## src/rtl/wasm_pkg.sv

```systemverilog
package wasm_pkg;

  // Operand types as they sit in a stack slot
  typedef enum logic [1:0] {
    i32 = 2'd0,
    i64 = 2'd1,
    f32 = 2'd2,
    f64 = 2'd3
  } value_type_e;

  // 32-bit types keep the upper half of value at zero
  typedef struct packed {
    value_type_e vtype;
    logic [63:0] value;
  } stack_entry_t;

  typedef enum logic [7:0] {
    op_unreachable         = 8'h00,
    op_nop                 = 8'h01,
    op_end                 = 8'h0B,
    op_drop                = 8'h1A,
    op_select              = 8'h1B,
    op_i32_const           = 8'h41,
    op_i64_const           = 8'h42,
    op_i32_eqz             = 8'h45,
    op_i32_eq              = 8'h46,
    op_i32_ne              = 8'h47,
    op_i64_eqz             = 8'h50,
    op_i64_eq              = 8'h51,
    op_i64_ne              = 8'h52,
    op_i32_add             = 8'h6A,
    op_i32_sub             = 8'h6B,
    op_i64_add             = 8'h7C,
    op_i64_sub             = 8'h7D,
    op_i32_reinterpret_f32 = 8'hBC,
    op_i64_reinterpret_f64 = 8'hBD,
    op_f32_reinterpret_i32 = 8'hBE,
    op_f64_reinterpret_i64 = 8'hBF
  } opcode_e;

  typedef enum logic [3:0] {
    NONE,
    ENDED,
    UNREACHABLE,
    TYPE_MISMATCH,
    TYPES_MISMATCH,
    STACK_EMPTY,
    STACK_ERROR,
    UNKNOWN_OPCODE
  } trap_e;

  typedef enum logic [2:0] {IDLE, PUSH, POP, REPLACE, COLLAPSE2, COLLAPSE3} stack_op_e;

  typedef enum logic [1:0] {FETCH, FETCH2, EXEC} step_e;

  // Opcode byte plus the longest LEB128 immediate
  localparam int WINDOW_BYTES = 11;

  // Change of the entry count caused by one stack op
  function automatic int count_delta(input stack_op_e op);
    case (op)
      PUSH:           return 1;
      POP, COLLAPSE2: return -1;
      COLLAPSE3:      return -2;
      default:        return 0;
    endcase
  endfunction

endpackage
```

## src/rtl/stack_if.sv

```systemverilog
`timescale 1ns/1ps

interface stack_if import wasm_pkg::*; #(
  parameter int STACK_DEPTH = 4
);

  stack_op_e            op;
  stack_entry_t         data;
  logic [STACK_DEPTH:0] count;

  // Three entries at the top, tos first
  stack_entry_t tos;
  stack_entry_t nos;
  stack_entry_t third;

  modport control (output op, data, input count, tos, nos, third);
  modport stack (input op, data, output count, tos, nos, third);

endinterface

```

## src/rtl/operand_stack.sv

```systemverilog
`timescale 1ns/1ps

module operand_stack import wasm_pkg::*; #(
  parameter int STACK_DEPTH = 4
) (
  input logic    clk,
  input logic    reset,
  stack_if.stack st
);

  localparam int SLOTS = 2 ** STACK_DEPTH;

  stack_entry_t           mem [SLOTS];
  logic [STACK_DEPTH-1:0] push_idx;
  logic [STACK_DEPTH-1:0] top_idx;
  logic [STACK_DEPTH-1:0] nos_idx;
  logic [STACK_DEPTH-1:0] third_idx;

  // Slot indices wrap, so a full stack still addresses its top
  assign push_idx  = st.count[STACK_DEPTH-1:0];
  assign top_idx   = push_idx - STACK_DEPTH'(1);
  assign nos_idx   = push_idx - STACK_DEPTH'(2);
  assign third_idx = push_idx - STACK_DEPTH'(3);

  assign st.tos   = mem[top_idx];
  assign st.nos   = mem[nos_idx];
  assign st.third = mem[third_idx];

  // Result of a collapse lands in the lowest consumed slot
  always_ff @(posedge clk) begin
    case (st.op)
      PUSH:      mem[push_idx] <= st.data;
      REPLACE:   mem[top_idx] <= st.data;
      COLLAPSE2: mem[nos_idx] <= st.data;
      COLLAPSE3: mem[third_idx] <= st.data;
      default: begin
      end
    endcase
  end

  always_ff @(posedge clk) begin
    if (reset) begin
      st.count <= '0;
    end else begin
      st.count <= st.count + (STACK_DEPTH + 1)'(count_delta(st.op));
    end
  end

endmodule

```

## src/flat_wrapper.sv

```systemverilog
// flat-port wrapper written by rule: the top's interface ports become plain ports
module operand_stack_flat import wasm_pkg::*;
#(
  parameter int STACK_DEPTH = 4
)
  (clk, reset, st_op, st_data, st_count, st_tos, st_nos, st_third);
  stack_if #(.STACK_DEPTH(STACK_DEPTH)) st_i ();
  input logic clk;
  input logic reset;
  input wire logic [$bits(st_i.op)-1:0] st_op;
  input wire logic [$bits(st_i.data)-1:0] st_data;
  output wire logic [$bits(st_i.count)-1:0] st_count;
  output wire logic [$bits(st_i.tos)-1:0] st_tos;
  output wire logic [$bits(st_i.nos)-1:0] st_nos;
  output wire logic [$bits(st_i.third)-1:0] st_third;
  assign st_i.op = st_op;
  assign st_i.data = st_data;
  assign st_count = st_i.count;
  assign st_tos = st_i.tos;
  assign st_nos = st_i.nos;
  assign st_third = st_i.third;
  operand_stack #(.STACK_DEPTH(STACK_DEPTH)) u_core (.clk(clk), .reset(reset), .st(st_i));
endmodule
```

## config.mk

```make
export PLATFORM = sky130hd
export DESIGN_NAME = operand_stack_flat
export DESIGN_NICKNAME = d
export VERILOG_FILES = /design/src/rtl/wasm_pkg.sv /design/src/rtl/stack_if.sv /design/src/rtl/operand_stack.sv /design/src/flat_wrapper.sv
export SDC_FILE = /design/constraint.sdc
export NUM_CORES = 2
export LEC_CHECK = 0
export ABC_AREA = 1
export ABC_CLOCK_PERIOD_IN_PS = 15350
export BUFFER_PORTS_ARGS = -buffer_cell sky130_fd_sc_hd__buf_2
export CORE_ASPECT_RATIO = 2
export CORE_MARGIN = 2
export CORE_UTILIZATION = 45
export DETAILED_ROUTE_END_ITERATION = 12
export GPL_ROUTABILITY_DRIVEN = 1
export SETUP_SLACK_MARGIN = 0.5
export SLEW_MARGIN = 10
export SYNTH_ARGS = -nofsm -noshare
export SYNTH_HDL_FRONTEND = slang
export SYNTH_SLANG_ARGS = --single-unit
```

## constraint.sdc

```tcl
create_clock -name clk -period 15.35 [get_ports clk]
set_input_delay 2.3025 -clock clk [delete_from_list [all_inputs] [get_ports clk]]
set_output_delay 2.3025 -clock clk [all_outputs]
set_load 0.05 [all_outputs]
```

== Word-level counts from Yosys, hierarchy flattened ==
Memories as Yosys holds them, arrays and structs flattened.
Cells that the tools add are included.
W data, S select, Z words.
Cells by class
  add/subtract/negate cells: 4
  $mul: 0
  divide/modulo/power cells: 0
  order comparisons: 0
  equality and inequality tests: 5
  shift-type cells: 0
  multiplexer cells: 19
  bitwise operators: 0
  reduce and logical (&&, ||, !) cells: 4
Operators with widths (count)
  $mux W66: 3
  $reduce_or A66 Y1: 3
  $pmux W5 S3: 1
  $mux W4: 3
  $mux W1: 11
  $sub A4 B2 Y4 const B: 2
  $eq A3 B2 Y1 const B: 2
  $eq A3 B3 Y1 const B: 2
  $add A5 B5 Y5: 1
  $mux W5: 1
  $sub A4 B1 Y4 const B: 1
  $eq A3 B1 Y1 const B: 1
  $reduce_or A2 Y1: 1
Word-level totals
  register bits: 5
  bits in latches: 0
  memory bits (writable): 1056
  bits in read-only memories: 0
  input bits: 71
  output and inout port bits: 203
  memories kept: 1
Memories
  u_core.mem: words 16, bits a word 66, rd ports 3, clocked after Yosys merged registers in 0, write ports 1, line operand_stack.sv:13  | stack_entry_t mem [SLOTS];

== Logic depth before layout (Yosys ltp) ==
  depth after elaboration: 7
  mapped depth: 16
  mapped depth without buffers: 14

== Worst setup path before layout ==
No wires, ideal clock.
  path kind: in2reg
  from: in st_op[2]
  to: mem u_core.mem[0][0] (netlist bit) (enable)
  arrival time: 5868 ps
  data required time: 14859 ps
  slack: 8991 ps
  stages: 9
  path buffers: 0
  cells stage by stage: inv_1 > nand2_1 > nor2_1 > inv_1 > a21oi_1 > o21ai_0 > nand2_1 > nand2_1 > nor2_1
On the way
  longest elaborated chain between the ends: 7
Ends and longest elaborated chain
  from (decl): line flat_wrapper.sv:10  | input wire logic [$bits(st_i.op)-1:0] st_op;
  $eq A3 B2 Y1: line operand_stack.sv:31  | case (st.op)
  $mux W1: line operand_stack.sv:31
  $mux W1 (implied by the code): line operand_stack.sv:33  | REPLACE: mem[top_idx] <= st.data;
  $reduce_or A66 Y1 (no line)
  $mux W4 (no line) / $mux W1 (equally long branches) (3 in series)
  to (decl): line operand_stack.sv:13
Parallel ways exist; a longest one is shown, timed or not.

== Final worst setup path ==
  from: reg u_core.st.count[0]
  to: out st_nos[59]
On the way
  longest elaborated chain between the ends: 2
Ends and longest elaborated chain
  from (decl): line stack_if.sv:17  | modport stack (input op, data, output count, tos, nos, third);
  from (signal assigned): line operand_stack.sv:45  | st.count <= st.count + (STACK_DEPTH + 1)'(count_delta(st.op));
  $sub A4 B2 Y4: line operand_stack.sv:22  | assign nos_idx = push_idx - STACK_DEPTH'(2);
  $mem_v2 Z16 W66
  to (decl): line flat_wrapper.sv:14  | output wire logic [$bits(st_i.nos)-1:0] st_nos;
Every way passes these cells.

==> results.sh <==
export IMPL_outcome="completed"
export IMPL_dpl_cell_count=7597
export IMPL_portBuffers=273
export IMPL_setup_violations=0
export IMPL_wl_per_cell_um=24.8
export IMPL_grt_usage_pct=29.0
export IMPL_synth_area_leaders="edfxtp_1, nand2_1, o21ai_0"
export IMPL_clock_path_buffers=3
export IMPL_route_met3_wl_mm=15.7
export IMPL_finalHoldViolations=0
export IMPL_hold_worst_slack_ps=559
export IMPL_ant_nets=0
export IMPL_cts_sinks=1061
export IMPL_core_area_um2=126000
export IMPL_netlist_area_um2=57000
export IMPL_fmax_mhz=114
export IMPL_hold_path_class="flop to flop"
export IMPL_ctsResizeCount=0
export IMPL_grt_max_degree=221
export IMPL_syn_inst=6067
export IMPL_pwr_share_comb_pct=44.7
export IMPL_ys_ff_latch=1061
export IMPL_clock_latency_ps=720
export IMPL_intPower_mw=5.72
export IMPL_synth_distinct_cells=26
export IMPL_worst_pin_slew_ps=1220
export IMPL_start_util_pct=45.3
export IMPL_required_ps=13050
export IMPL_first_iter_violations=4862
export IMPL_dieArea_um2=130000
export IMPL_fin_crit_sh_pct=56.9
export IMPL_finalMaxSlewViolations=0
export IMPL_grt_pass1_vias=45600
export IMPL_drc=0
export IMPL_cts_root_buf="clkbuf_16"
export IMPL_clock_skew_ps=22.0
export IMPL_hold_buffers=0
export IMPL_relSlewSlack_pct=18.8
export IMPL_io_pins=274
export IMPL_p_leak_nw=22.4
export IMPL_synth_yosys_warnings=0
export IMPL_dr_total_vias=47300
export IMPL_routabilityCongestion=0.825
export IMPL_critPathKind="flop to primary output"
export IMPL_worstPathArrival_ps=6430
export IMPL_r2r_cells=14
export IMPL_switchingPower_mw=4.84
export IMPL_synth_nets=6145
export IMPL_synth_area_per_cell_um2=9.39
export IMPL_min_period_ps=8730
export IMPL_nNetsFinal=6100
export IMPL_cts_made_buffers=97
export IMPL_dpl_instance_area_um2=59000
export IMPL_hp_start="u_core.st.count[4]$_SDFF_PP0_"
export IMPL_start_kind="flop"
export IMPL_rr_endpoint="u_core.mem[8][52]$_DFFE_PP_"
export IMPL_die_height_um=507
export IMPL_antenna_found_initial=20
export IMPL_drive_above_1_share_pct=8.67
export IMPL_crit_start="u_core.st.count[0]$_SDFF_PP0_"
export IMPL_p_seq_share_pct=32.1
export IMPL_drt_met1_wl_mm=74.1
export IMPL_p_clk_share_pct=23.1
export IMPL_power_density_nw_per_um2=170
export IMPL_drt_pass1_iter_count=6
export IMPL_swShare_pct=45.8
export IMPL_hpwl_mm=103
export IMPL_seq_area_frac_synth_pct=55.8
export IMPL_most_common_layout_cells="nand2_1, edfxtp_1, o21ai_0"
export IMPL_viasPerCell=6.08
export IMPL_rows=184
export IMPL_tns_ps=0
export IMPL_reg2reg_from="u_core.st.count[2]$_SDFF_PP0_"
export IMPL_grt_pass1_wl_mm=282
export IMPL_holdPathStages=3
export IMPL_design_area_um2=62100
export IMPL_ir_drop_uv=155
export IMPL_r2r_slack_ps=8810
export IMPL_cp_end_kind="primary output"
export IMPL_drv_cap=0
export IMPL_synth_top_cell_by_area="edfxtp_1"
export IMPL_highest_layer="met5"
export IMPL_tritoncts="built"
export IMPL_synth_top_area_share_pct=55.7
export IMPL_area_growth_pct=9.05
export IMPL_rsz0062_at_grt="false"
export IMPL_layout_cells_non_filler=7781
export IMPL_path_clk_slew_ps=60
export IMPL_met2_length_mm=94.6
export IMPL_layout_commonest_cell="nand2_1"
export IMPL_die_w_um=256
export IMPL_worstHoldEndpoint="u_core.st.count[4]$_SDFF_PP0_"
export IMPL_h_tree_depth=3
export IMPL_worst_path_max_fanout=220
export IMPL_grt_ovfl_total=0
export IMPL_routed_wl_mm=193
export IMPL_post_cts_setup_buffers=0
-- routing by layer --
layer	vias to the layer above	GRT usage (%)
met5	-	0
met4	14	13.4
met3	499	4.08
met2	2214	50.4
met1	23100	35.7
li1	21400	-
-- worst max-delay path, cell delays in order, from the launching register on --
cell and delay, ps:
dfxtp_4 750, buf_4 870, buf_12 750, buf_4 980
buf_4 900, o21ai_0 210, o22ai_1 200, o21ai_0 90
o21ai_1 340, buf_2 340
-- cell families (layout without fill, tap and decap cells) --
kind of cell,after synthesis,count (layout),synth area share [%]
and+or+nand+nor,2439,2439,17.2
AOI/OAI and AO/OA,1503,1503,15.2
DFF,1061,1061,55.8
buffers and inverters,704,736,5.50
muxes,347,347,6.10
adders and majority gates,7,7,0.154
xor gates and xnor gates,6,6,0.105
other,0,8,0
-- final cells by class --
class / count / area, µm²
diodes: 8 / 20.0
clock buffers: 122 / 2610
clock inverters: 54 / 513
fillers: 11600 / 63600
inverters: 204 / 813
multi-input cells: 4302 / 22200
flip-flops and latches: 1061 / 31800
well taps: 1674 / 2090
repair buffers: 356 / 2030
-- cells in the mapped netlist --
| cell type | count |
|---|---|
| mux2i_1 | 347 |
| edfxtp_1 | 1056 |
| buf_6 | 28 |
| xor2_1 | 4 |
| clkbuf_1 | 243 |
| o22ai_1 | 62 |
| xnor2_1 | 1 |
| xor2_2 | 1 |
| ha_1 | 7 |
| nand4_1 | 1 |
| nand3_1 | 439 |
| o21ai_0 | 815 |
| buf_4 | 26 |
| inv_1 | 200 |
| o21ai_1 | 63 |
| o211a_1 | 1 |
| nand2_1 | 1525 |
| nor2_1 | 447 |
| inv_2 | 4 |
| and2_1 | 27 |
| buf_2 | 145 |
| a21oi_1 | 188 |
| o221ai_1 | 80 |
| dfxtp_1 | 5 |
| buf_1 | 58 |
| o211ai_1 | 294 |
-- metrics by stage --
stage	worst slack [ps]	power, mW	utilization [%]
CTS	6660	10.6	49.4
global placement	7470	8.11	46.9
finish	6620	10.6	49.4
global route	6220	11.0	49.4
floorplan	8990	6.69	-
detailed placement	7440	8.15	46.9
-- state kept, by name (all words and copies together), names as in the netlist --
register and flops:
u_core.mem 1056, u_core.st.count 5
-- power by group through the flow --
stage	registers [mW]	logic, mW	clock network (mW)
final	3.39	4.72	2.44
after global routing	3.40	5.02	2.57
after CTS	3.39	4.70	2.47
after detailed placement	3.45	4.69	0
after global placement	3.45	4.66	0
after floorplan	3.44	3.24	0
-- how the worst max path moves through the flow --
stage	endpoint	slack (ps)	cells after the start
2_1_floorplan	u_core.mem[0][0]$_DFFE_PP_	8990	9
3_5_place_dp	st_nos[59]	7440	9
3_3_place_gp	st_nos[59]	7470	9
6_report	st_nos[59]	6620	9
5_1_grt	st_nos[59]	6220	9
4_1_cts	st_nos[59]	6660	9
Note: power is estimated with default switching activity, not from simulation.
