$ cat src/rtl/wasm_pkg.sv
package wasm_pkg;

  // Operand types as they sit in a stack slot
  typedef enum logic [1:0] {
    i32 = 2'd0,
    i64 = 2'd1,
    f32 = 2'd2,
    f64 = 2'd3
  } value_type_e;

  // 32-bit types keep the upper half of value at zero
  typedef struct packed {
    value_type_e vtype;
    logic [63:0] value;
  } stack_entry_t;

  typedef enum logic [7:0] {
    op_unreachable         = 8'h00,
    op_nop                 = 8'h01,
    op_end                 = 8'h0B,
    op_drop                = 8'h1A,
    op_select              = 8'h1B,
    op_i32_const           = 8'h41,
    op_i64_const           = 8'h42,
    op_i32_eqz             = 8'h45,
    op_i32_eq              = 8'h46,
    op_i32_ne              = 8'h47,
    op_i64_eqz             = 8'h50,
    op_i64_eq              = 8'h51,
    op_i64_ne              = 8'h52,
    op_i32_add             = 8'h6A,
    op_i32_sub             = 8'h6B,
    op_i64_add             = 8'h7C,
    op_i64_sub             = 8'h7D,
    op_i32_reinterpret_f32 = 8'hBC,
    op_i64_reinterpret_f64 = 8'hBD,
    op_f32_reinterpret_i32 = 8'hBE,
    op_f64_reinterpret_i64 = 8'hBF
  } opcode_e;

  typedef enum logic [3:0] {
    NONE,
    ENDED,
    UNREACHABLE,
    TYPE_MISMATCH,
    TYPES_MISMATCH,
    STACK_EMPTY,
    STACK_ERROR,
    UNKNOWN_OPCODE
  } trap_e;

  typedef enum logic [2:0] {IDLE, PUSH, POP, REPLACE, COLLAPSE2, COLLAPSE3} stack_op_e;

  typedef enum logic [1:0] {FETCH, FETCH2, EXEC} step_e;

  // Opcode byte plus the longest LEB128 immediate
  localparam int WINDOW_BYTES = 11;

  // Change of the entry count caused by one stack op
  function automatic int count_delta(input stack_op_e op);
    case (op)
      PUSH:           return 1;
      POP, COLLAPSE2: return -1;
      COLLAPSE3:      return -2;
      default:        return 0;
    endcase
  endfunction

endpackage
$ cat src/rtl/stack_if.sv
`timescale 1ns/1ps

interface stack_if import wasm_pkg::*; #(
  parameter int STACK_DEPTH = 4
);

  stack_op_e            op;
  stack_entry_t         data;
  logic [STACK_DEPTH:0] count;

  // Three entries at the top, tos first
  stack_entry_t tos;
  stack_entry_t nos;
  stack_entry_t third;

  modport control (output op, data, input count, tos, nos, third);
  modport stack (input op, data, output count, tos, nos, third);

endinterface

$ cat src/rtl/wasm_control.sv
`timescale 1ns/1ps

module wasm_control import wasm_pkg::*; #(
  parameter int ROM_ADDR    = 8,
  parameter int STACK_DEPTH = 4
) (
  input  logic                         clk,
  input  logic                         reset,
  input  logic [ROM_ADDR-1:0]          pc,
  input  logic                         push,
  input  stack_entry_t                 push_entry,
  input  logic [WINDOW_BYTES-1:0][7:0] window,
  output logic [ROM_ADDR-1:0]          fetch_addr,
  input  logic [63:0]                  imm_value,
  input  logic [3:0]                   imm_len,
  input  stack_entry_t                 alu_result,
  output opcode_e                      opcode,
  stack_if.control                     st,
  output trap_e                        trap
);

  localparam int CAPACITY = 2 ** STACK_DEPTH;

  step_e                step;
  logic [ROM_ADDR-1:0]  prog_counter;
  logic [STACK_DEPTH:0] count_next;
  logic                 full;
  logic                 known;
  logic [1:0]           need;
  logic                 check_tos;
  logic                 check_nos;
  value_type_e          want;
  stack_op_e            exec_op;
  stack_entry_t         const_entry;
  logic                 type_error;

  assign opcode = opcode_e'(window[0]);

  // Count after the op issued last cycle has landed
  assign count_next = st.count + (STACK_DEPTH + 1)'(count_delta(st.op));
  assign full       = count_next == (STACK_DEPTH + 1)'(CAPACITY);

  // Operand needs and stack op per opcode
  always_comb begin
    known     = 1'b1;
    need      = 2'd0;
    check_tos = 1'b0;
    check_nos = 1'b0;
    want      = i32;
    exec_op   = IDLE;
    case (opcode)
      op_unreachable, op_nop, op_end: begin
      end
      op_drop: begin
        need    = 2'd1;
        exec_op = POP;
      end
      op_select: begin
        need      = 2'd3;
        check_tos = 1'b1;
        exec_op   = COLLAPSE3;
      end
      op_i32_const, op_i64_const: exec_op = PUSH;
      op_i32_eqz, op_i64_eqz, op_i32_reinterpret_f32, op_i64_reinterpret_f64,
      op_f32_reinterpret_i32, op_f64_reinterpret_i64: begin
        need      = 2'd1;
        check_tos = 1'b1;
        exec_op   = REPLACE;
        case (opcode)
          op_i64_eqz, op_f64_reinterpret_i64: want = i64;
          op_i32_reinterpret_f32:             want = f32;
          op_i64_reinterpret_f64:             want = f64;
          default:                            want = i32;
        endcase
      end
      op_i32_eq, op_i32_ne, op_i32_add, op_i32_sub,
      op_i64_eq, op_i64_ne, op_i64_add, op_i64_sub: begin
        need      = 2'd2;
        check_tos = 1'b1;
        check_nos = 1'b1;
        exec_op   = COLLAPSE2;
        want      = opcode inside {op_i64_eq, op_i64_ne, op_i64_add, op_i64_sub} ? i64 : i32;
      end
      default: known = 1'b0;
    endcase
  end

  assign const_entry.vtype = (opcode == op_i64_const) ? i64 : i32;
  assign const_entry.value = (opcode == op_i64_const) ? imm_value : {32'h0, imm_value[31:0]};

  assign type_error = (check_tos && st.tos.vtype != want) ||
                      (check_nos && st.nos.vtype != want);

  always_ff @(posedge clk) begin
    if (reset) begin
      step         <= FETCH;
      prog_counter <= pc;
      trap         <= NONE;
      st.op        <= IDLE;
    end else begin
      st.op <= IDLE;
      // External push wins and freezes the sequence
      if (push) begin
        if (!full) begin
          st.op   <= PUSH;
          st.data <= push_entry;
        end else if (trap == NONE) begin
          trap <= STACK_ERROR;
        end
      end else if (trap == NONE) begin
        case (step)
          FETCH: begin
            fetch_addr <= prog_counter;
            step       <= FETCH2;
          end
          FETCH2: step <= EXEC;
          EXEC: begin
            // Wait for a push from the previous cycle to land
            if (st.op == IDLE) begin
              step         <= FETCH;
              prog_counter <= prog_counter + ROM_ADDR'(1);
              if (!known) begin
                trap <= UNKNOWN_OPCODE;
              end else if (opcode == op_unreachable) begin
                trap <= UNREACHABLE;
              end else if (opcode == op_end) begin
                trap <= ENDED;
              end else if (st.count < (STACK_DEPTH + 1)'(need)) begin
                trap <= STACK_EMPTY;
              end else if (exec_op == PUSH && full) begin
                trap <= STACK_ERROR;
              end else if (type_error) begin
                trap <= TYPE_MISMATCH;
              end else if (opcode == op_select && st.nos.vtype != st.third.vtype) begin
                trap <= TYPES_MISMATCH;
              end else begin
                st.op   <= exec_op;
                st.data <= (exec_op == PUSH) ? const_entry : alu_result;
                if (exec_op == PUSH) begin
                  prog_counter <= prog_counter + ROM_ADDR'(imm_len) + ROM_ADDR'(1);
                end
              end
            end
          end
          default: step <= FETCH;
        endcase
      end
    end
  end

endmodule

$ cat src/flat_wrapper.sv
// flat-port wrapper written by rule: the top's interface ports become plain ports
module wasm_control_flat import wasm_pkg::*;
#(
  parameter int ROM_ADDR    = 8,
  parameter int STACK_DEPTH = 4
)
  (clk, reset, pc, push, push_entry, window, fetch_addr, imm_value, imm_len, alu_result, opcode, trap, st_op, st_data, st_count, st_tos, st_nos, st_third);
  stack_if #(.STACK_DEPTH(STACK_DEPTH)) st_i ();
  input  logic clk;
  input  logic reset;
  input  logic [ROM_ADDR-1:0] pc;
  input  logic push;
  input  stack_entry_t push_entry;
  input  logic [WINDOW_BYTES-1:0][7:0] window;
  output logic [ROM_ADDR-1:0] fetch_addr;
  input  logic [63:0] imm_value;
  input  logic [3:0] imm_len;
  input  stack_entry_t alu_result;
  output opcode_e opcode;
  output trap_e trap;
  output wire logic [$bits(st_i.op)-1:0] st_op;
  output wire logic [$bits(st_i.data)-1:0] st_data;
  input wire logic [$bits(st_i.count)-1:0] st_count;
  input wire logic [$bits(st_i.tos)-1:0] st_tos;
  input wire logic [$bits(st_i.nos)-1:0] st_nos;
  input wire logic [$bits(st_i.third)-1:0] st_third;
  assign st_op = st_i.op;
  assign st_data = st_i.data;
  assign st_i.count = st_count;
  assign st_i.tos = st_tos;
  assign st_i.nos = st_nos;
  assign st_i.third = st_third;
  wasm_control #(.ROM_ADDR(ROM_ADDR), .STACK_DEPTH(STACK_DEPTH)) u_core (.clk(clk), .reset(reset), .pc(pc), .push(push), .push_entry(push_entry), .window(window), .fetch_addr(fetch_addr), .imm_value(imm_value), .imm_len(imm_len), .alu_result(alu_result), .opcode(opcode), .st(st_i), .trap(trap));
endmodule
$ cat config.mk
export PLATFORM = sky130hd
export DESIGN_NAME = wasm_control_flat
export DESIGN_NICKNAME = d
export VERILOG_FILES = /design/src/rtl/wasm_pkg.sv /design/src/rtl/stack_if.sv /design/src/rtl/wasm_control.sv /design/src/flat_wrapper.sv
export SDC_FILE = /design/constraint.sdc
export NUM_CORES = 1
export LEC_CHECK = 0
export BUFFER_PORTS_ARGS = -buffer_cell sky130_fd_sc_hd__buf_4
export CAP_MARGIN = 25
export CORE_AREA = 2 2 230 232
export CTS_CLUSTER_DIAMETER = 40
export DETAILED_ROUTE_END_ITERATION = 7
export DIE_AREA = 0 0 232 234
export PLACE_DENSITY_LB_ADDON = 0.12
export SYNTH_ARGS = -nofsm -noshare
export SYNTH_HDL_FRONTEND = slang
export SYNTH_SLANG_ARGS = --single-unit
export TNS_END_PERCENT = 1
$ cat constraint.sdc
create_clock -name clk -period 8.3 [get_ports clk]
set_input_delay 0.415 -clock clk [delete_from_list [all_inputs] [get_ports clk]]
set_output_delay 0.415 -clock clk [all_outputs]
set_load 0.05 [all_outputs]
# Word-level counts from Yosys, hierarchy flattened
# Index checks and enable logic that the tools add are counted.
[op_classes]
addsub = 4
bitwise = 2
eq_ne = 43
reduce_logical = 30
mux = 64
order_cmp = 1
[ops]
columns = ["op", "count"]
rows = [
  ["two-way mux 66 bit", 13],
  ["two-way mux 8 bit", 13],
  ["== test 8 x 7 -> 1 bit (second input constant)", 12],
  ["two-way mux 64 bit", 1],
  ["two-way mux 4 bit", 13],
  ["two-way mux 3 bit", 11],
  ["== test 8 bit (second input constant)", 4],
  ["OR reduction 21 bit", 1],
  ["inequality test 2 bit (second input constant)", 9],
  ["case mux 2 bit (3 select lines)", 3],
  ["adder 8 x 1 -> 8 bit (second input constant)", 2],
  ["== test 8 x 5 -> 1 bit (second input constant)", 2],
  ["case mux 3 bit (5 select lines)", 1],
  ["case mux 5 bit (3 select lines)", 1],
  ["OR reduction 15 bit", 1],
  ["nonzero test 2 bit", 7],
  ["AND reduction 12 bit", 1],
  ["adder 8 x 4 -> 8 bit", 1],
  ["== test 8 x 1 -> 1 bit (second input constant)", 1],
  ["== test 8 x 4 -> 1 bit (second input constant)", 1],
  ["zero test 8 bit", 1],
  ["inequality test 8 bit (second input constant)", 1],
  ["AND reduction 4 bit", 2],
  ["OR reduction 8 bit", 1],
  ["25 further kinds", 41],
]
[totals]
word_cells = 151
ff_bits = 91
out_inout_bits = 89

# Longest topological paths before layout
[depth]
ltp_word = 18
depth_mapped = 13
depth_no_buf = 12

# Worst setup path after synthesis
# Ideal clock, no wire load.
[synth_path]
path_type = "register to register"
start = "reg u_core.st.op[2]"
end = "reg, netlist name u_core.st.data[0]"
synth_period_minus_slack_ns = 6.455
path_stages_with_launch = 11
path_slack_ns = 1.845
n_path_buf = 0
setup_ns = 0.512
t_arrival_ns = 5.943
cell_sequence = "dfxtp_1 > nor3b_1 > or2_2 > fa_1 > a211oi_1 > a211oi_1 > o22a_1 > o21a_1 > a21oi_1 > nand4_1 > a21oi_1"
[synth_via]
elab_chain_len = 8
[synth_rtl]
columns = ["item", "line", "rtl"]
rows = [
  ["start, declared", "stack_if.sv:16", "modport control (output op, data, input count, tos, nos, third);"],
  ["start signal, assigned", "wasm_control.sv:137", "st.op <= exec_op;"],
  ["== test 3 x 2 -> 1 bit or == test 3 bit (tied branches)", "wasm_pkg.sv:61", "case (op)"],
  ["OR reduction 2 bit", "wasm_pkg.sv:61", ""],
  ["case mux 5 bit (3 select lines)", "wasm_pkg.sv:61", ""],
  ["adder 5 bit", "wasm_control.sv:40", "assign count_next = st.count + (STACK_DEPTH + 1)'(count_delta(st.op));"],
  ["== test 5 bit", "wasm_control.sv:41", "assign full = count_next == (STACK_DEPTH + 1)'(CAPACITY);"],
  ["logical AND 1 bit", "wasm_control.sv:130", "end else if (exec_op == PUSH && full) begin"],
  ["inequality test 2 bit (no line)", "n/a", ""],
  ["AND reduction 12 bit (no line) *", "n/a", ""],
]
# Every way passes the cells marked *; elsewhere a longest branch is shown, timed or not.
# A chain may end at the register's enable or synchronous reset.

# Worst setup path in the final report
[layout_path]
start = "in window[3] (netlist name)"
end = "reg, netlist name u_core.st.data[16]"
[layout_via]
elab_chain_len = 9
[layout_rtl]
columns = ["item", "line", "rtl"]
rows = [
  ["start, declared", "flat_wrapper.sv:14", "input logic [WINDOW_BYTES-1:0][7:0] window;"],
  ["parallel branches: the longest is 8 deep, another holds < comparator 5 x 2 -> 1 bit", "n/a", ""],
  ["AND reduction 12 bit (no line) *", "n/a", ""],
]
# Every way passes the cells marked *.

==> results_dict.tcl <==
set metrics [dict create \
    drc 0 \
    place_area_um2 8590 \
    detail_route.wl_per_cell_um 15.5 \
    synth_seq_cells 90 \
    synth_compound_area_share_pct 19.7 \
    finalCritPeriodShare_pct 53.9 \
    detail-route-antenna-nets 0 \
    synth_top_family_by_area "compound AO/OA/AOI/OAI gates" \
    hold_start "push_entry[40]" \
    max_slew_margin_pct 52.5 \
    tightest_slew_ns 0.703 \
    grt-busiest-layer "met2" \
    wirelength_mm 23.9 \
    vias 5383 \
    drive_above_1_share_pct 41.4 \
    grtUsageMet3_pct 2.82 \
    grt_use_total_pct 8.62 \
    fin_area_um2 8910 \
    syn_to_final_growth_pct 62.0 \
    rsz0062_at_grt "no" \
    critPathMaxFanout 44 \
    synth_edf_count 82 \
    die_area_um2 54300 \
    synthFlopType "edfxtp_1" \
    cts_buffers 9 \
    status "complete, no violations" \
    crit_start "window[3]" \
    start_kind "input port" \
    start_util_pct 10.6 \
    async_flop_share_pct 0 \
    die_w_um 232 \
    cp.arrival_ns 4.48 \
    grt_pass1_wl_mm 34.0 \
    coreArea_um2 52000 \
    synth_xor_area_share_pct 1.27 \
    cts_max_path_buffers 2 \
    htreeDepth 3 \
    synth_top_area_share_pct 44.8 \
    cts_tree "built" \
    required_ns 8.31 \
    gp_congestion 0.694 \
    timing.setup.tns_ns 0 \
    final_max_slew_viol_count 0 \
    finClkSkew_ns 0.0116 \
    clkTransAtPathRegs_ns 0.08 \
    muxShareOfSynthArea_pct 6.99 \
    synth_common_cells "84 x nand2_1, 82 x edfxtp_1, 79 x o21ai_0" \
    yosysMostFrequentCell "nand2_1" \
    worst_ir_drop_vdd_mv 0.0849 \
    end_kind "register" \
    p_leak_nw 3.58 \
    yosys.area_share.simple_pct 16.4 \
    use_met1_pct 10.2 \
    clk_latency_ns 0.38 \
    avgSynthCellArea_um2 9.80 \
    layout.nets 1364 \
    finalSetupViolations 0 \
    diodes 0 \
    grt_pass1_vias 5268 \
    cts.sinks 90 \
    synth_fa_ha_area_share_pct 3.00 \
    grt_overflow_total 0 \
    post-route-min-period_ns 4.47 \
    synth_nets 1075 \
    cp_num_buf_inv 3 \
    max-cap-violations 0 \
    mappedNetlistArea_um2 5500 \
    synth_area_leaders "edfxtp_1 45%, o21ai_0 7.2%, mux2i_1 6.4%" \
    placementRows 84 \
    dr.first_iter.drc_count 231 \
    cpPeakStageDelay_ns 0.54 \
    dp_hpwl_mm 18.2 \
    seq_area_frac_synth_pct 47.7 \
    worst_slack_ns 3.83 \
    die_y_um 234 \
    max_freq_mhz 224 \
    yosys.area.top_type "edfxtp_1" \
    io_pins 591 \
    final_cells 1543 \
    grt_util_met2_pct 14.5 \
    powerDensity_nw_per_um2 146 \
    post_cts_resized 0 \
    grt_max_degree 79 \
    hold_viol 0 \
    dr.pass1.iters 6 \
    dp.cells 1526 \
    crit_family "simple AND/OR/NAND/NOR gates" \
    post-cts-setup-buffers 0 \
    clock-root-buffer "clkbuf_16" \
    r2r_start "u_core.st.op[1]$_SDFF_PP0_" \
    worstPathCellList "buf_4 > nand4_1 > nor4b_1 > a211o_1 > a31oi_1 > ha_1 > o21ai_1 > or3_4 > a21o_1 > nor2_1 > nand4_1 > a21oi_4 > buf_16 > buf_4" \
    post-route-util_pct 17.1 \
    reg2reg_slack_ns 3.90 \
    vias_per_cell 3.49 \
    holdBufCountCts 0 \
    hold_path.class "in -> reg" \
    antenna_found_initial 0 \
    synth_cells 561 \
    path_class "in -> reg" \
    ys_types 62 \
    dp_slack_ns 3.06 \
    cp_slowest_cell "nor4b_1" \
    ys_warn_count 0 \
    io_buffer_count 317 \
]
==> sequential cells by signal (all words and copies together), names as in the netlist <==
signal / cells
u_core.st.data: 66
u_core.prog_counter: 8
u_core.trap: 3
u_core.step: 2
u_core.fetch_addr: 8
u_core.st.op: 3
==> power breakdown <==
part	leakage [nW]	switching [mW]	total [mW]	internal, mW
clock	0.141	0.216	0.450	0.235
sequential	0.844	0.0122	0.538	0.526
combinational	2.59	0.176	0.312	0.136
==> routing by layer <==
metal	wire [µm]	share of wire [%]
met3	1830	7.7
met1	10200	43
met5	0	0
met4	412	1.7
met2	11400	48
==> placed cells by master, fill, tap and decap left out, drive strengths merged, types with 6 or more instances in the layout <==
cell and n:
nand3 15, nor2 15, a21o 6, and3 6, o21ai 81, a22oi 33, ha 10, inv 15
nor4 6, dfxtp 8, buf 324, clkbuf 10, a211oi 7, or3 7, nor3 12, mux2i 35
nand2 84, a21oi 16, edfxtp 82
==> cell type report <==
class	instances	area, µm²
clock buffer	10	229
clock inverter	6	63.8
fill	5835	43100
inverter	13	48.8
multi-input combinational	412	2630
sequential	90	2620
tap	688	861
timing repair buffer	324	2450
==> final timing paths <==
path / endpoint / cells past startpoint
worst max-delay path: u_core.st.data[16]$_DFFE_PP_ / 14
worst max register to register: u_core.st.data[16]$_DFFE_PP_ / 11
worst min-delay path: u_core.st.data[40]$_DFFE_PP_ / 3
worst min register to register: u_core.trap[1]$_SDFFE_PP0P_ / 2
==> tightest hold or removal path: stages <==
cell and delay (ns):
buf_4 0.08, nand2_1 0.04, o21ai_0 0.05
==> per-stage QoR <==
stage               total power [mW]  hold slack [ns]
finish                          1.30            0.307
floorplan                      0.712            0.443
global route                    1.37            0.287
CTS                             1.34            0.261
global placement               0.868            0.477
detailed placement             0.868            0.483
==> kinds of logic (layout without fill, tap and decap cells) <==
| kind of cell | after synthesis | in the layout |
|---|---|---|
| multiplexers | 38 | 38 |
| flip-flops | 90 | 90 |
| other | 1 | 1 |
| AND/OR/NAND/NOR | 181 | 181 |
| XOR/XNOR | 8 | 8 |
| buffers and inverters | 59 | 353 |
| adder cells (fa/ha/maj) | 12 | 12 |
| AO/OA/AOI/OAI | 172 | 172 |
No activity file was read; power rests on OpenSTA's default activity.
