`src/rtl/leb128_decoder.sv`:
```
`timescale 1ns/1ps

module leb128_decoder (
  input  logic [9:0][7:0] bytes,
  output logic [63:0]     value,
  output logic [3:0]      len
);

  // Ten groups of seven bits overrun 64 bits
  logic [69:0] acc;
  logic        done;

  always_comb begin
    acc  = '0;
    len  = 4'd10;
    done = 1'b0;
    for (int i = 0; i < 10; i++) begin
      if (!done) begin
        acc[7*i +: 7] = bytes[i][6:0];
        if (!bytes[i][7]) begin
          done = 1'b1;
          len  = 4'(i + 1);
          // Sign bit of the last group fills everything above it
          if (bytes[i][6]) begin
            acc = acc | ({70{1'b1}} << (7 * (i + 1)));
          end
        end
      end
    end
  end

  assign value = acc[63:0];

endmodule

```
`config.mk`:
```
export PLATFORM = sky130hd
export DESIGN_NAME = leb128_decoder
export DESIGN_NICKNAME = d
export VERILOG_FILES = /design/src/rtl/leb128_decoder.sv
export SDC_FILE = /design/constraint.sdc
export NUM_CORES = 1
export LEC_CHECK = 0
export ABC_CLOCK_PERIOD_IN_PS = 1550
export BUFFER_PORTS_ARGS = -buffer_cell sky130_fd_sc_hd__buf_2
export CAP_MARGIN = 20
export CORE_AREA = 2 2 61 63
export DETAILED_ROUTE_END_ITERATION = 16
export DIE_AREA = 0 0 63 65
export PLACE_DENSITY = 0.86
export SYNTH_ARGS = -nofsm -noshare
export SYNTH_HDL_FRONTEND = slang
export SYNTH_SLANG_ARGS = --single-unit
```
`constraint.sdc`:
```
create_clock -name vclk -period 1.55
set_input_delay 0.31 -clock vclk [all_inputs]
set_output_delay 0.31 -clock vclk [all_outputs]
set_load 0.005 [all_outputs]
```
# Word level (Yosys, flattened, before mapping)
# Cells that the tools add are included.
[totals] wordCells=63 input_bits=80 output_inout_bits=68 ff_bits=0
[op_classes] n_mux=63
[ops] op="64-bit 2-to-1 mux" n=27
[ops] op="4-bit 2-to-1 mux" n=19
[ops] op="1-bit 2-to-1 mux" n=17

# Longest topological paths before layout
# Gate-level depths: netlist of run 1.
[logic_depth] word_depth=27 ltp_mapped=7 ltp_nobuf=5

# Least setup slack after synthesis of run 1
# Ideal clock, no wire load.
[synth_timing] path_kind="input to output" startpoint="input port bytes[46] (netlist name)" endpoint="output port value[60]" cell_stages=6 required_time_ns=1.240 arrival_ns=1.232 setup_slack_ns=0.008 n_path_buf=2 cell_sequence="nor2b_1 -> buf_1 -> nand4b_1 -> a21oi_2 -> buf_6 -> o21ai_0"
[synth_via] elab_chain_cells=11
[synth_lines] item="from (decl)" line_no="4" source="input logic [9:0][7:0] bytes,"
[synth_lines] item="64-bit 2-to-1 mux *" line_no="24" source="if (bytes[i][6]) begin"
[synth_lines] item="64-bit 2-to-1 mux *" line_no="20" source="if (!bytes[i][7]) begin"
[synth_lines] item="64-bit 2-to-1 mux *" line_no="18" source="if (!done) begin"
[synth_lines] item="64-bit 2-to-1 mux" line_no="24"
[synth_lines] item="64-bit 2-to-1 mux" line_no="20"
[synth_lines] item="64-bit 2-to-1 mux *" line_no="18"
[synth_lines] item="64-bit 2-to-1 mux" line_no="24"
[synth_lines] item="64-bit 2-to-1 mux" line_no="20"
[synth_lines] item="64-bit 2-to-1 mux * (3 in series)" line_no="18"
[synth_lines] item="to (decl)" line_no="5" source="output logic [63:0] value,"
# Mark *: on every way between the ends. The rest lies on a longest branch, timed or not.

# Worst setup path in the final report of run 1
[layout_timing] startpoint="input port bytes[23] (netlist name)" endpoint="output port value[63]"
[layout_via] elab_chain_cells=21 elab_cells_between_ends=29 cone_classes="29 x mux"
[layout_lines] item="64-bit 2-to-1 mux" line_no="20"
[layout_lines] item="64-bit 2-to-1 mux" line_no="18"
[layout_lines] item="64-bit 2-to-1 mux" line_no="24"
[layout_lines] item="64-bit 2-to-1 mux" line_no="20"
[layout_lines] item="64-bit 2-to-1 mux" line_no="18"
[layout_lines] item="64-bit 2-to-1 mux" line_no="24"
[layout_lines] item="64-bit 2-to-1 mux" line_no="20"
[layout_lines] item="64-bit 2-to-1 mux" line_no="18"
[layout_lines] item="[5 not listed]"
[layout_lines] item="64-bit 2-to-1 mux" line_no="18"
[layout_lines] item="64-bit 2-to-1 mux" line_no="24"
[layout_lines] item="64-bit 2-to-1 mux" line_no="20"
[layout_lines] item="64-bit 2-to-1 mux" line_no="18"
[layout_lines] item="64-bit 2-to-1 mux" line_no="24"
[layout_lines] item="64-bit 2-to-1 mux" line_no="20"
[layout_lines] item="64-bit 2-to-1 mux" line_no="18"
[layout_lines] item="64-bit 2-to-1 mux *" line_no="18"
# Marks and branches as above.

==> flow_summary_export.csv, run 1 <==
group,metric,value,unit
status,status,"finished, violations left",
status,violations,"setup timing",
synth,synth_top_area_share,28.9,%
placement,place_area,1640,um2
global_route,grt_pass1_wl,5960,um
worst_setup_path,critPathCaptureType,"output pin",
route,drtIter0Drc,55,
layout,nClkBuffers,0,
synth,ys_warn_count,0,
sta,fmax,616,MHz
floorplan,die_width,63,um
worst_setup_path,critPathMaxFanout,8,
sta,fin_crit,1620,ps
worst_setup_path,critPathMaxStageDelay,250,ps
power,ir_worst_vdd,0.129,mV
cts,cts_hold_buffers,0,
floorplan,core_area,3500,um2
hold_path,hp-start,"bytes[2]",
worst_setup_path,cp-start-kind,"primary input",
hold_path,hold_end,"value[2]",
route,wl_per_cell,10.7,um
route,drtPass1Iterations,4,
placement,place_congestion,0.771,
route,drt-total-wl,3800,um
global_route,grt_pass1_vias,1397,
synth,avgSynthCellArea,5.28,um2
power,p_leak,0.00106,uW
placement,pre_cts_ws,-302,ps
worst_setup_path,required,1240,ps
global_route,grt_max_degree,11,
synth,seq_area_frac_synth,0,%
sta,finalHoldViolCount,0,
hold_path,worstHoldPathCells,0,
synth,synth_cell_type_count,32,
route,vias,1624,
sta,drv_slew,0,
global_route,antenna_found_initial,0,
worst_setup_path,crit_type,"primary input to output pin",
sta,timing.final.ws_setup,-72.4,ps
synth,syn_area,871,um2
sta,finalCritPeriodShare,105,%
worst_setup_path,cp_top_family,"compound AO/OA/AOI/OAI gates",
layout,fin_area,1900,um2
sta,finalSetupViolations,31,
route,vias_per_cell,4.56,
sta,grt_setup_unrepaired,"yes",
synth,synth_most_common_cell,"nand2_1",
layout,seq_cells,0,
power,power_density,303,nW/um2
floorplan,die_h,65,um
power,p_total,576,uW
floorplan,die_area,4100,um2
placement,dp_hpwl,2890,um
worst_setup_path,worstPathCellList,"buf_8, nand3b_1, a31oi_4, buf_12, a21oi_4, a21oi_1, buf_2",
job,drv_cap,0,
layout,ff_latch_area,0,um2
floorplan,initial_core_util,24.9,%
layout,final_nets,390,
sta,tightest_slew,261,ps
layout,area_growth,118,%
worst_setup_path,slowest_stage,"a31oi_4",
route,route.detailed.drc,0,
synth,synth.top_cells.by_area,"nand2_1 29%, a21oi_1 14%, o21ai_0 9.2%, buf_4 8.6%, a21o_1 6.0%",
floorplan,fp-row-count,22,
synth,synth_largest_area_cell,"nand2_1",
worst_setup_path,worst-path-buf-inv,3,
placement,io_buffers,129,
worst_setup_path,arrival,1310,ps
sta,max_slew_margin,82.6,%
hold_path,min_path_type,"primary input to output pin",
route,ant_nets,0,
layout,finalNonFillerCells,356,
global_route,grtUsageTotal,17.0,%
synth,synthesis.nets,245,
layout,drive_above_1_share,58.4,%
floorplan,ioPinCount,148,
synth,yosys-top-cells-count,"67 x nand2_1, 24 x a21oi_1, 16 x o21ai_0",
layout,n_antenna_cell,0,
global_route,overflow,0,
placement,dp_cells,345,
synth,synthCells,165,
==> kinds of logic (layout without fill, tap and decap cells) <==
| logic type | Yosys count | after routing | synth area share [%] |
|---|---|---|---|
| and+or+nand+nor | 88 | 89 | 46.3 |
| buffers and inverters | 23 | 163 | 16.4 |
| AOI/OAI and AO/OA | 54 | 56 | 37.4 |
==> worst max-delay path by stage <==
stage | start | end | cells past startpoint | slack [ps]
floorplan | bytes[46] | value[60] | 6 | 8
global placement | bytes[46] | value[62] | 6 | -290
detailed placement | bytes[15] | value[59] | 6 | -300
CTS | bytes[23] | value[63] | 7 | -80
global route | bytes[23] | value[63] | 7 | -130
finish | bytes[23] | value[63] | 7 | -70
==> cell usage in the layout, fill, tap and decap left out, types with 2 or more instances in the layout <==
master and count:
a31oi_4 2, buf_4 26, buf_8 3, a21o_1 7, nand3b_1 2, inv_1 2
a21oi_1 24, o21ai_1 15, nor2_1 2, buf_2 124, buf_12 3, buf_6 4
nand2_1 67, nor2b_1 2, a21oi_4 4, nand2b_4 2
==> per-layer routing <==
metal	vias to the layer above	global-route usage [%]	wire length, um
li1	842	-	-
met4	0	0	0
met2	69	33.4	1970
met3	0	2.43	300
met5	-	0	0
met1	713	20.5	1520
==> per-stage QoR <==
step | hold WS (ps) | TNS, ps | util (%)
after global routing | 620 | -3440 | 54.3
after detailed placement | 620 | -9130 | 47.0
after global placement | 620 | -7790 | 47.0
after CTS | 620 | -1140 | 53.4
final | 620 | -1040 | 54.3
after floorplan | 701 | 0 | -
==> final cells by class <==
| class | instances | area (um2) |
|---|---|---|
| fill | 347 | 1600 |
| inverter | 3 | 13.8 |
| multi-input combinational | 145 | 857 |
| tap | 48 | 60.1 |
| timing repair buffer | 160 | 966 |
==> where the power goes <==
group	switching (uW)	internal, uW
logic	266	310
clock network	0	0
registers	0	0
total	266	310
==> repair_timing <==
action | 4_1_cts | 5_1_grt
pin swaps | 9 | 10
setup buffers | 7 | 2
gates cloned | 3 | 0
setup endpoints to repair | 47 | 44
gates resized for setup | 43 | 8
Power figures use the tool's default switching activity.
==> inputs of run 2 (changes only) <==
==> config.mk (replaced) <==
export PLATFORM = sky130hd
export DESIGN_NAME = leb128_decoder
export DESIGN_NICKNAME = d
export VERILOG_FILES = /design/src/rtl/leb128_decoder.sv
export SDC_FILE = /design/constraint.sdc
export NUM_CORES = 1
export LEC_CHECK = 0
export ABC_CLOCK_PERIOD_IN_PS = 2100
export BUFFER_PORTS_ARGS = -buffer_cell sky130_fd_sc_hd__buf_2
export CAP_MARGIN = 20
export CORE_AREA = 2 2 57 59
export DETAILED_ROUTE_END_ITERATION = 16
export DIE_AREA = 0 0 59 61
export PLACE_DENSITY = 0.93
export SYNTH_ARGS = -nofsm -noshare
export SYNTH_HDL_FRONTEND = slang
export SYNTH_SLANG_ARGS = --single-unit
==> constraint.sdc (replaced) <==
create_clock -name vclk -period 2.1
set_input_delay 0.42 -clock vclk [all_inputs]
set_output_delay 0.42 -clock vclk [all_outputs]
set_load 0.005 [all_outputs]
==> flow_summary_export.csv, run 2 (synthesized netlist as in run 1, its figures left out) <==
group,metric,value,unit
sta,finalHoldViolCount,0,
worst_setup_path,crit_start,"bytes[7]",
route,drt-total-wl,3230,um
layout,seq_cells,0,
power,switching_share,48.8,%
power,seq_power_share,0,%
power,power_density,225,nW/um2
sta,drv_slew,0,
global_route,grt_pass1_vias,1128,
sta,timing.final.ws_setup,96.7,ps
placement,io_buffers,129,
layout,area_growth,74.1,%
global_route,grtUsageTotal,15.5,%
global_route,grt_max_degree,16,
placement,place_congestion,0.675,
power,switchingPower,167,uW
route,vias,1518,
layout,layout_common_cells,"129 x buf_2, 67 x nand2_1, 24 x a21oi_1",
floorplan,die_h,61,um
layout,layout_commonest_cell,"buf_2",
global_route,overflow,0,
worst_setup_path,critical_path.most_common_cell,"buf_2",
worst_setup_path,crit_type,"primary input to output pin",
route,ant_nets,0,
sta,tightest_slew,517,ps
power,p_int,175,uW
floorplan,fp-row-count,20,
worst_setup_path,slowest_stage,"and4_4",
job,drv_cap,0,
floorplan,ioPinCount,148,
route,drtIter0Drc,42,
sta,fin_crit,2000,ps
route,vias_per_cell,4.80,
placement,dp_hpwl,2770,um
layout,ff_latch_area,0,um2
power,p_comb_share,100.0,%
layout,drive_above_1_share,51.9,%
power,ir_worst_vdd,0.0905,mV
sta,setup_tns,0,ps
route,drtPass1Iterations,4,
worst_setup_path,critPathMaxStageDelay,280,ps
placement,pre_cts_ws,-26.4,ps
worst_setup_path,cp-start-kind,"primary input",
route,wl_per_cell,10.2,um
global_route,grt_pass1_wl,4620,um
route,route.detailed.drc,0,
sta,finalCritPeriodShare,95.4,%
status,status,"finished, final reports clean",
sta,max_slew_margin,65.5,%
worst_setup_path,critPathCaptureType,"output pin",
layout,fillers,322,
floorplan,die_area,3600,um2
layout,nClkBuffers,0,
cts,post-cts-setup-buffer-count,0,
layout,final_nets,365,
worst_setup_path,worstPathCellList,"buf_2, and4_4, nand4_4, inv_6, o21ai_1, a21oi_1, buf_2",
hold_path,hp-start,"bytes[1]",
sta,finalSetupViolations,0,
sta,fmax,499,MHz
floorplan,core_area,2950,um2
worst_setup_path,arrival,1580,ps
power,p_leak,0.000885,uW
placement,place_area,1490,um2
layout,finalNonFillerCells,316,
floorplan,die_width,59,um
power,pwr-share-clk,0,%
layout,multi_input_area,746,um2
placement,dp_cells,316,
layout,fin_area,1520,um2
hold_path,min_path_type,"primary input to output pin",
layout,n_antenna_cell,0,
worst_setup_path,critPathMaxFanout,12,
sta,grt_setup_unrepaired,"no",
global_route,antenna_found_initial,0,
floorplan,initial_core_util,29.5,%
worst_setup_path,required,1680,ps
## run 2: cell count changes in the layout (fill, tap and decap cells not counted), sizes merged
cell	delta
a21oi	-2
buf	-22
nand4	-1
## run 2: path summary, 6_finish.rpt
check	to	depth (start not counted)
setup / recovery	value[63]	7
hold / removal	value[1]	0
## run 2: metal layers
layer  vias up  global-route usage, %  wire (um)
met5         -                      0          0
met4         0                  0.649          6
met3         2                  0.426        269
met2        80                   30.6       1610
met1       654                   19.5       1340
li1        782                      -          -
## run 2: what timing repair did
item | in CTS | in global routing
cloned | 0 | 0
endpoints found under the hold margin | 0 | 0
setup endpoints to repair | 4 | 15
resized for setup | 2 | 5
hold buffers | 0 | 0
## run 2: layout make-up
type	instances	share of cell area (%)
inverter	3	1.07
tap	33	2.72
multi-input combinational	142	49.2
timing repair buffer	138	47.0
## run 2: metrics by stage
| stage | hold slack (ps) | total power (uW) | utilization [%] |
|---|---|---|---|
| global placement | 840 | 333 | 50.6 |
| CTS | 840 | 343 | 50.9 |
| floorplan | 921 | 165 | - |
| global route | 840 | 384 | 51.4 |
| detailed placement | 840 | 339 | 50.6 |
| finish | 840 | 341 | 51.4 |
## run 2: power groups by stage
stage / Clock (uW) / Sequential [uW] / Combinational (uW)
2_1_floorplan: 0 / 0 / 165
3_3_place_gp: 0 / 0 / 333
4_1_cts: 0 / 0 / 343
6_report: 0 / 0 / 341
3_5_place_dp: 0 / 0 / 339
5_1_grt: 0 / 0 / 384
## run 2: critical path: cells and delay by family
kind,cells,cell delay (ps)
AO/OA/AOI/OAI,2,230
AND/OR/NAND/NOR,2,470
buffers and inverters,3,460
==> inputs of run 3 (changes only) <==
--- a/config.mk
+++ b/config.mk
@@ -7,11 +7,13 @@
 export LEC_CHECK = 0
 export ABC_CLOCK_PERIOD_IN_PS = 2100
 export BUFFER_PORTS_ARGS = -buffer_cell sky130_fd_sc_hd__buf_2
-export CAP_MARGIN = 20
-export CORE_AREA = 2 2 57 59
+export CELL_PAD_IN_SITES_DETAIL_PLACEMENT = 1
+export CELL_PAD_IN_SITES_GLOBAL_PLACEMENT = 1
+export CORE_AREA = 2 2 77 79
 export DETAILED_ROUTE_END_ITERATION = 16
-export DIE_AREA = 0 0 59 61
-export PLACE_DENSITY = 0.93
+export DIE_AREA = 0 0 79 81
+export PLACE_DENSITY = 0.94
+export SETUP_SLACK_MARGIN = 0.5
 export SYNTH_ARGS = -nofsm -noshare
 export SYNTH_HDL_FRONTEND = slang
 export SYNTH_SLANG_ARGS = --single-unit
==> flow_summary_export.csv, run 3 (synthesized netlist as in run 1, its figures left out) <==
group,metric,value,unit
sta,grt_setup_unrepaired,"yes",
route,wl_per_cell,13.7,um
sta,max_slew_margin,81.1,%
route,route.met2.wl,2810,um
sta,tightest_slew,283,ps
sta,whs,840,ps
route,wl_met3,409,um
worst_setup_path,critPathMaxFanout,7,
power,p_comb_share,100.0,%
hold_path,min_path_type,"primary input to output pin",
power,power_density,238,nW/um2
global_route,antenna_found_initial,0,
layout,nClkBuffers,0,
global_route,grtUsageTotal,13.4,%
worst_setup_path,crit_start,"bytes[46]",
sta,timing.final.ws_setup,209,ps
global_route,overflow,0,
power,switchingPower,227,uW
route,route.detailed.drc,0,
route,drtIter0Drc,31,
power,p_leak,0.00107,uW
route,highest_layer,"met4",
power,pwr-share-clk,0,%
floorplan,fp-row-count,28,
floorplan,initial_core_util,15.3,%
worst_setup_path,arrival,1470,ps
sta,drv_slew,0,
power,seq_power_share,0,%
sta,finalSetupViolations,0,
worst_setup_path,required,1680,ps
power,switching_share,46.0,%
floorplan,core_area,5680,um2
layout,layout_commonest_cell,"buf_2",
worst_setup_path,critPathCaptureType,"output pin",
floorplan,ioPinCount,148,
route,drtPass1Iterations,4,
worst_setup_path,cp-endpoint,"value[52]",
route,drt-total-wl,5100,um
placement,pre_cts_ws,-48.1,ps
layout,layout_common_cells,"112 x buf_2, 47 x nand2_1, 21 x a21oi_1",
sta,fmax,529,MHz
route,vias,1650,
layout,ff_latch_area,0,um2
floorplan,die_h,81,um
floorplan,die_area,6400,um2
placement,place_congestion,0.677,
placement,dp_hpwl,3830,um
worst_setup_path,cp-start-kind,"primary input",
layout,n_antenna_cell,0,
status,status,"finished, final reports clean",
worst_setup_path,crit_type,"primary input to output pin",
sta,finalHoldViolCount,0,
route,ant_nets,0,
global_route,grt_pass1_wl,7250,um
power,p_int,267,uW
layout,final_nets,378,
placement,io_buffers,129,
layout,area_growth,138,%
layout,seq_cells,0,
route,vias_per_cell,4.45,
global_route,grt_max_degree,16,
sta,fin_crit,1890,ps
sta,finalCritPeriodShare,90.0,%
floorplan,die_width,79,um
route,wl_met1,1850,um
power,ir_worst_vdd,0.0931,mV
global_route,grt_pass1_vias,1635,
job,drv_cap,0,
layout,drive_above_1_share,67.2,%
[run 3: cell count changes in the layout (fill, tap and decap cells not counted), moves of 4 or more]
| cell | previous run | this run |
|---|---|---|
| buf_12 | 0 | 4 |
| buf_2 | 129 | 112 |
| buf_4 | 9 | 14 |
| buf_6 | 0 | 16 |
| nand2_1 | 67 | 47 |
| nand2_2 | 0 | 11 |
| nand2_4 | 0 | 9 |
| o21ai_0 | 16 | 0 |
| o21ai_1 | 1 | 10 |
| o21ai_2 | 0 | 6 |
[run 3: critical path, stage by stage]
cell,delay (ps)
buf_6,90
nor2b_4,110
nand4b_1,230
a21oi_4,240
clkbuf_16,210
nand2_2,50
buf_2,110
[run 3: metrics by stage]
stage	total power [uW]	std cells	util (%)	TNS (ps)	instance area, um2
floorplan	180	165	-	0	933
global route	539	371	36.5	0	2070
detailed placement	373	358	28.4	-246	1610
CTS	428	367	32.1	0	1820
finish	494	371	36.5	0	2070
global placement	357	358	28.4	0	1610
[run 3: final cells by class]
type	instances	area, um2
fillers	763	3600
inverters	3	16.3
multi-input cells	142	941
well taps	75	93.8
repair buffers	151	1020
[run 3: worst min-delay path by stage]
| stage | start | to | slack (ps) | cells past startpoint |
|---|---|---|---|---|
| 2_1_floorplan | bytes[0] | value[0] | 920 | 1 |
| 3_3_place_gp | bytes[1] | value[1] | 840 | 0 |
| 3_5_place_dp | bytes[1] | value[1] | 840 | 0 |
| 4_1_cts | bytes[1] | value[1] | 840 | 0 |
| 5_1_grt | bytes[2] | value[2] | 840 | 0 |
| 6_report | bytes[0] | value[0] | 840 | 0 |
[run 3: power groups by stage]
stage	combinational (uW)	clock (uW)	sequential, uW
finish	494	0	0
global route	539	0	0
CTS	428	0	0
detailed placement	373	0	0
global placement	357	0	0
floorplan	180	0	0
[run 3: timing repair]
action / 4_1_cts / 5_1_grt
buffers inserted: 8 / 3
cloned: 1 / 1
resized for setup: 43 / 52
endpoints found under the setup margin: 54 / 54
hold buffers: 0 / 0
pin swaps: 5 / 7
[run 3: layer usage]
layer / track usage (%) / vias up
li1: - / 812
met1: 14.1 / 759
met2: 28.7 / 75
met3: 2.22 / 4
met4: 0.862 / 0
met5: 0 / -
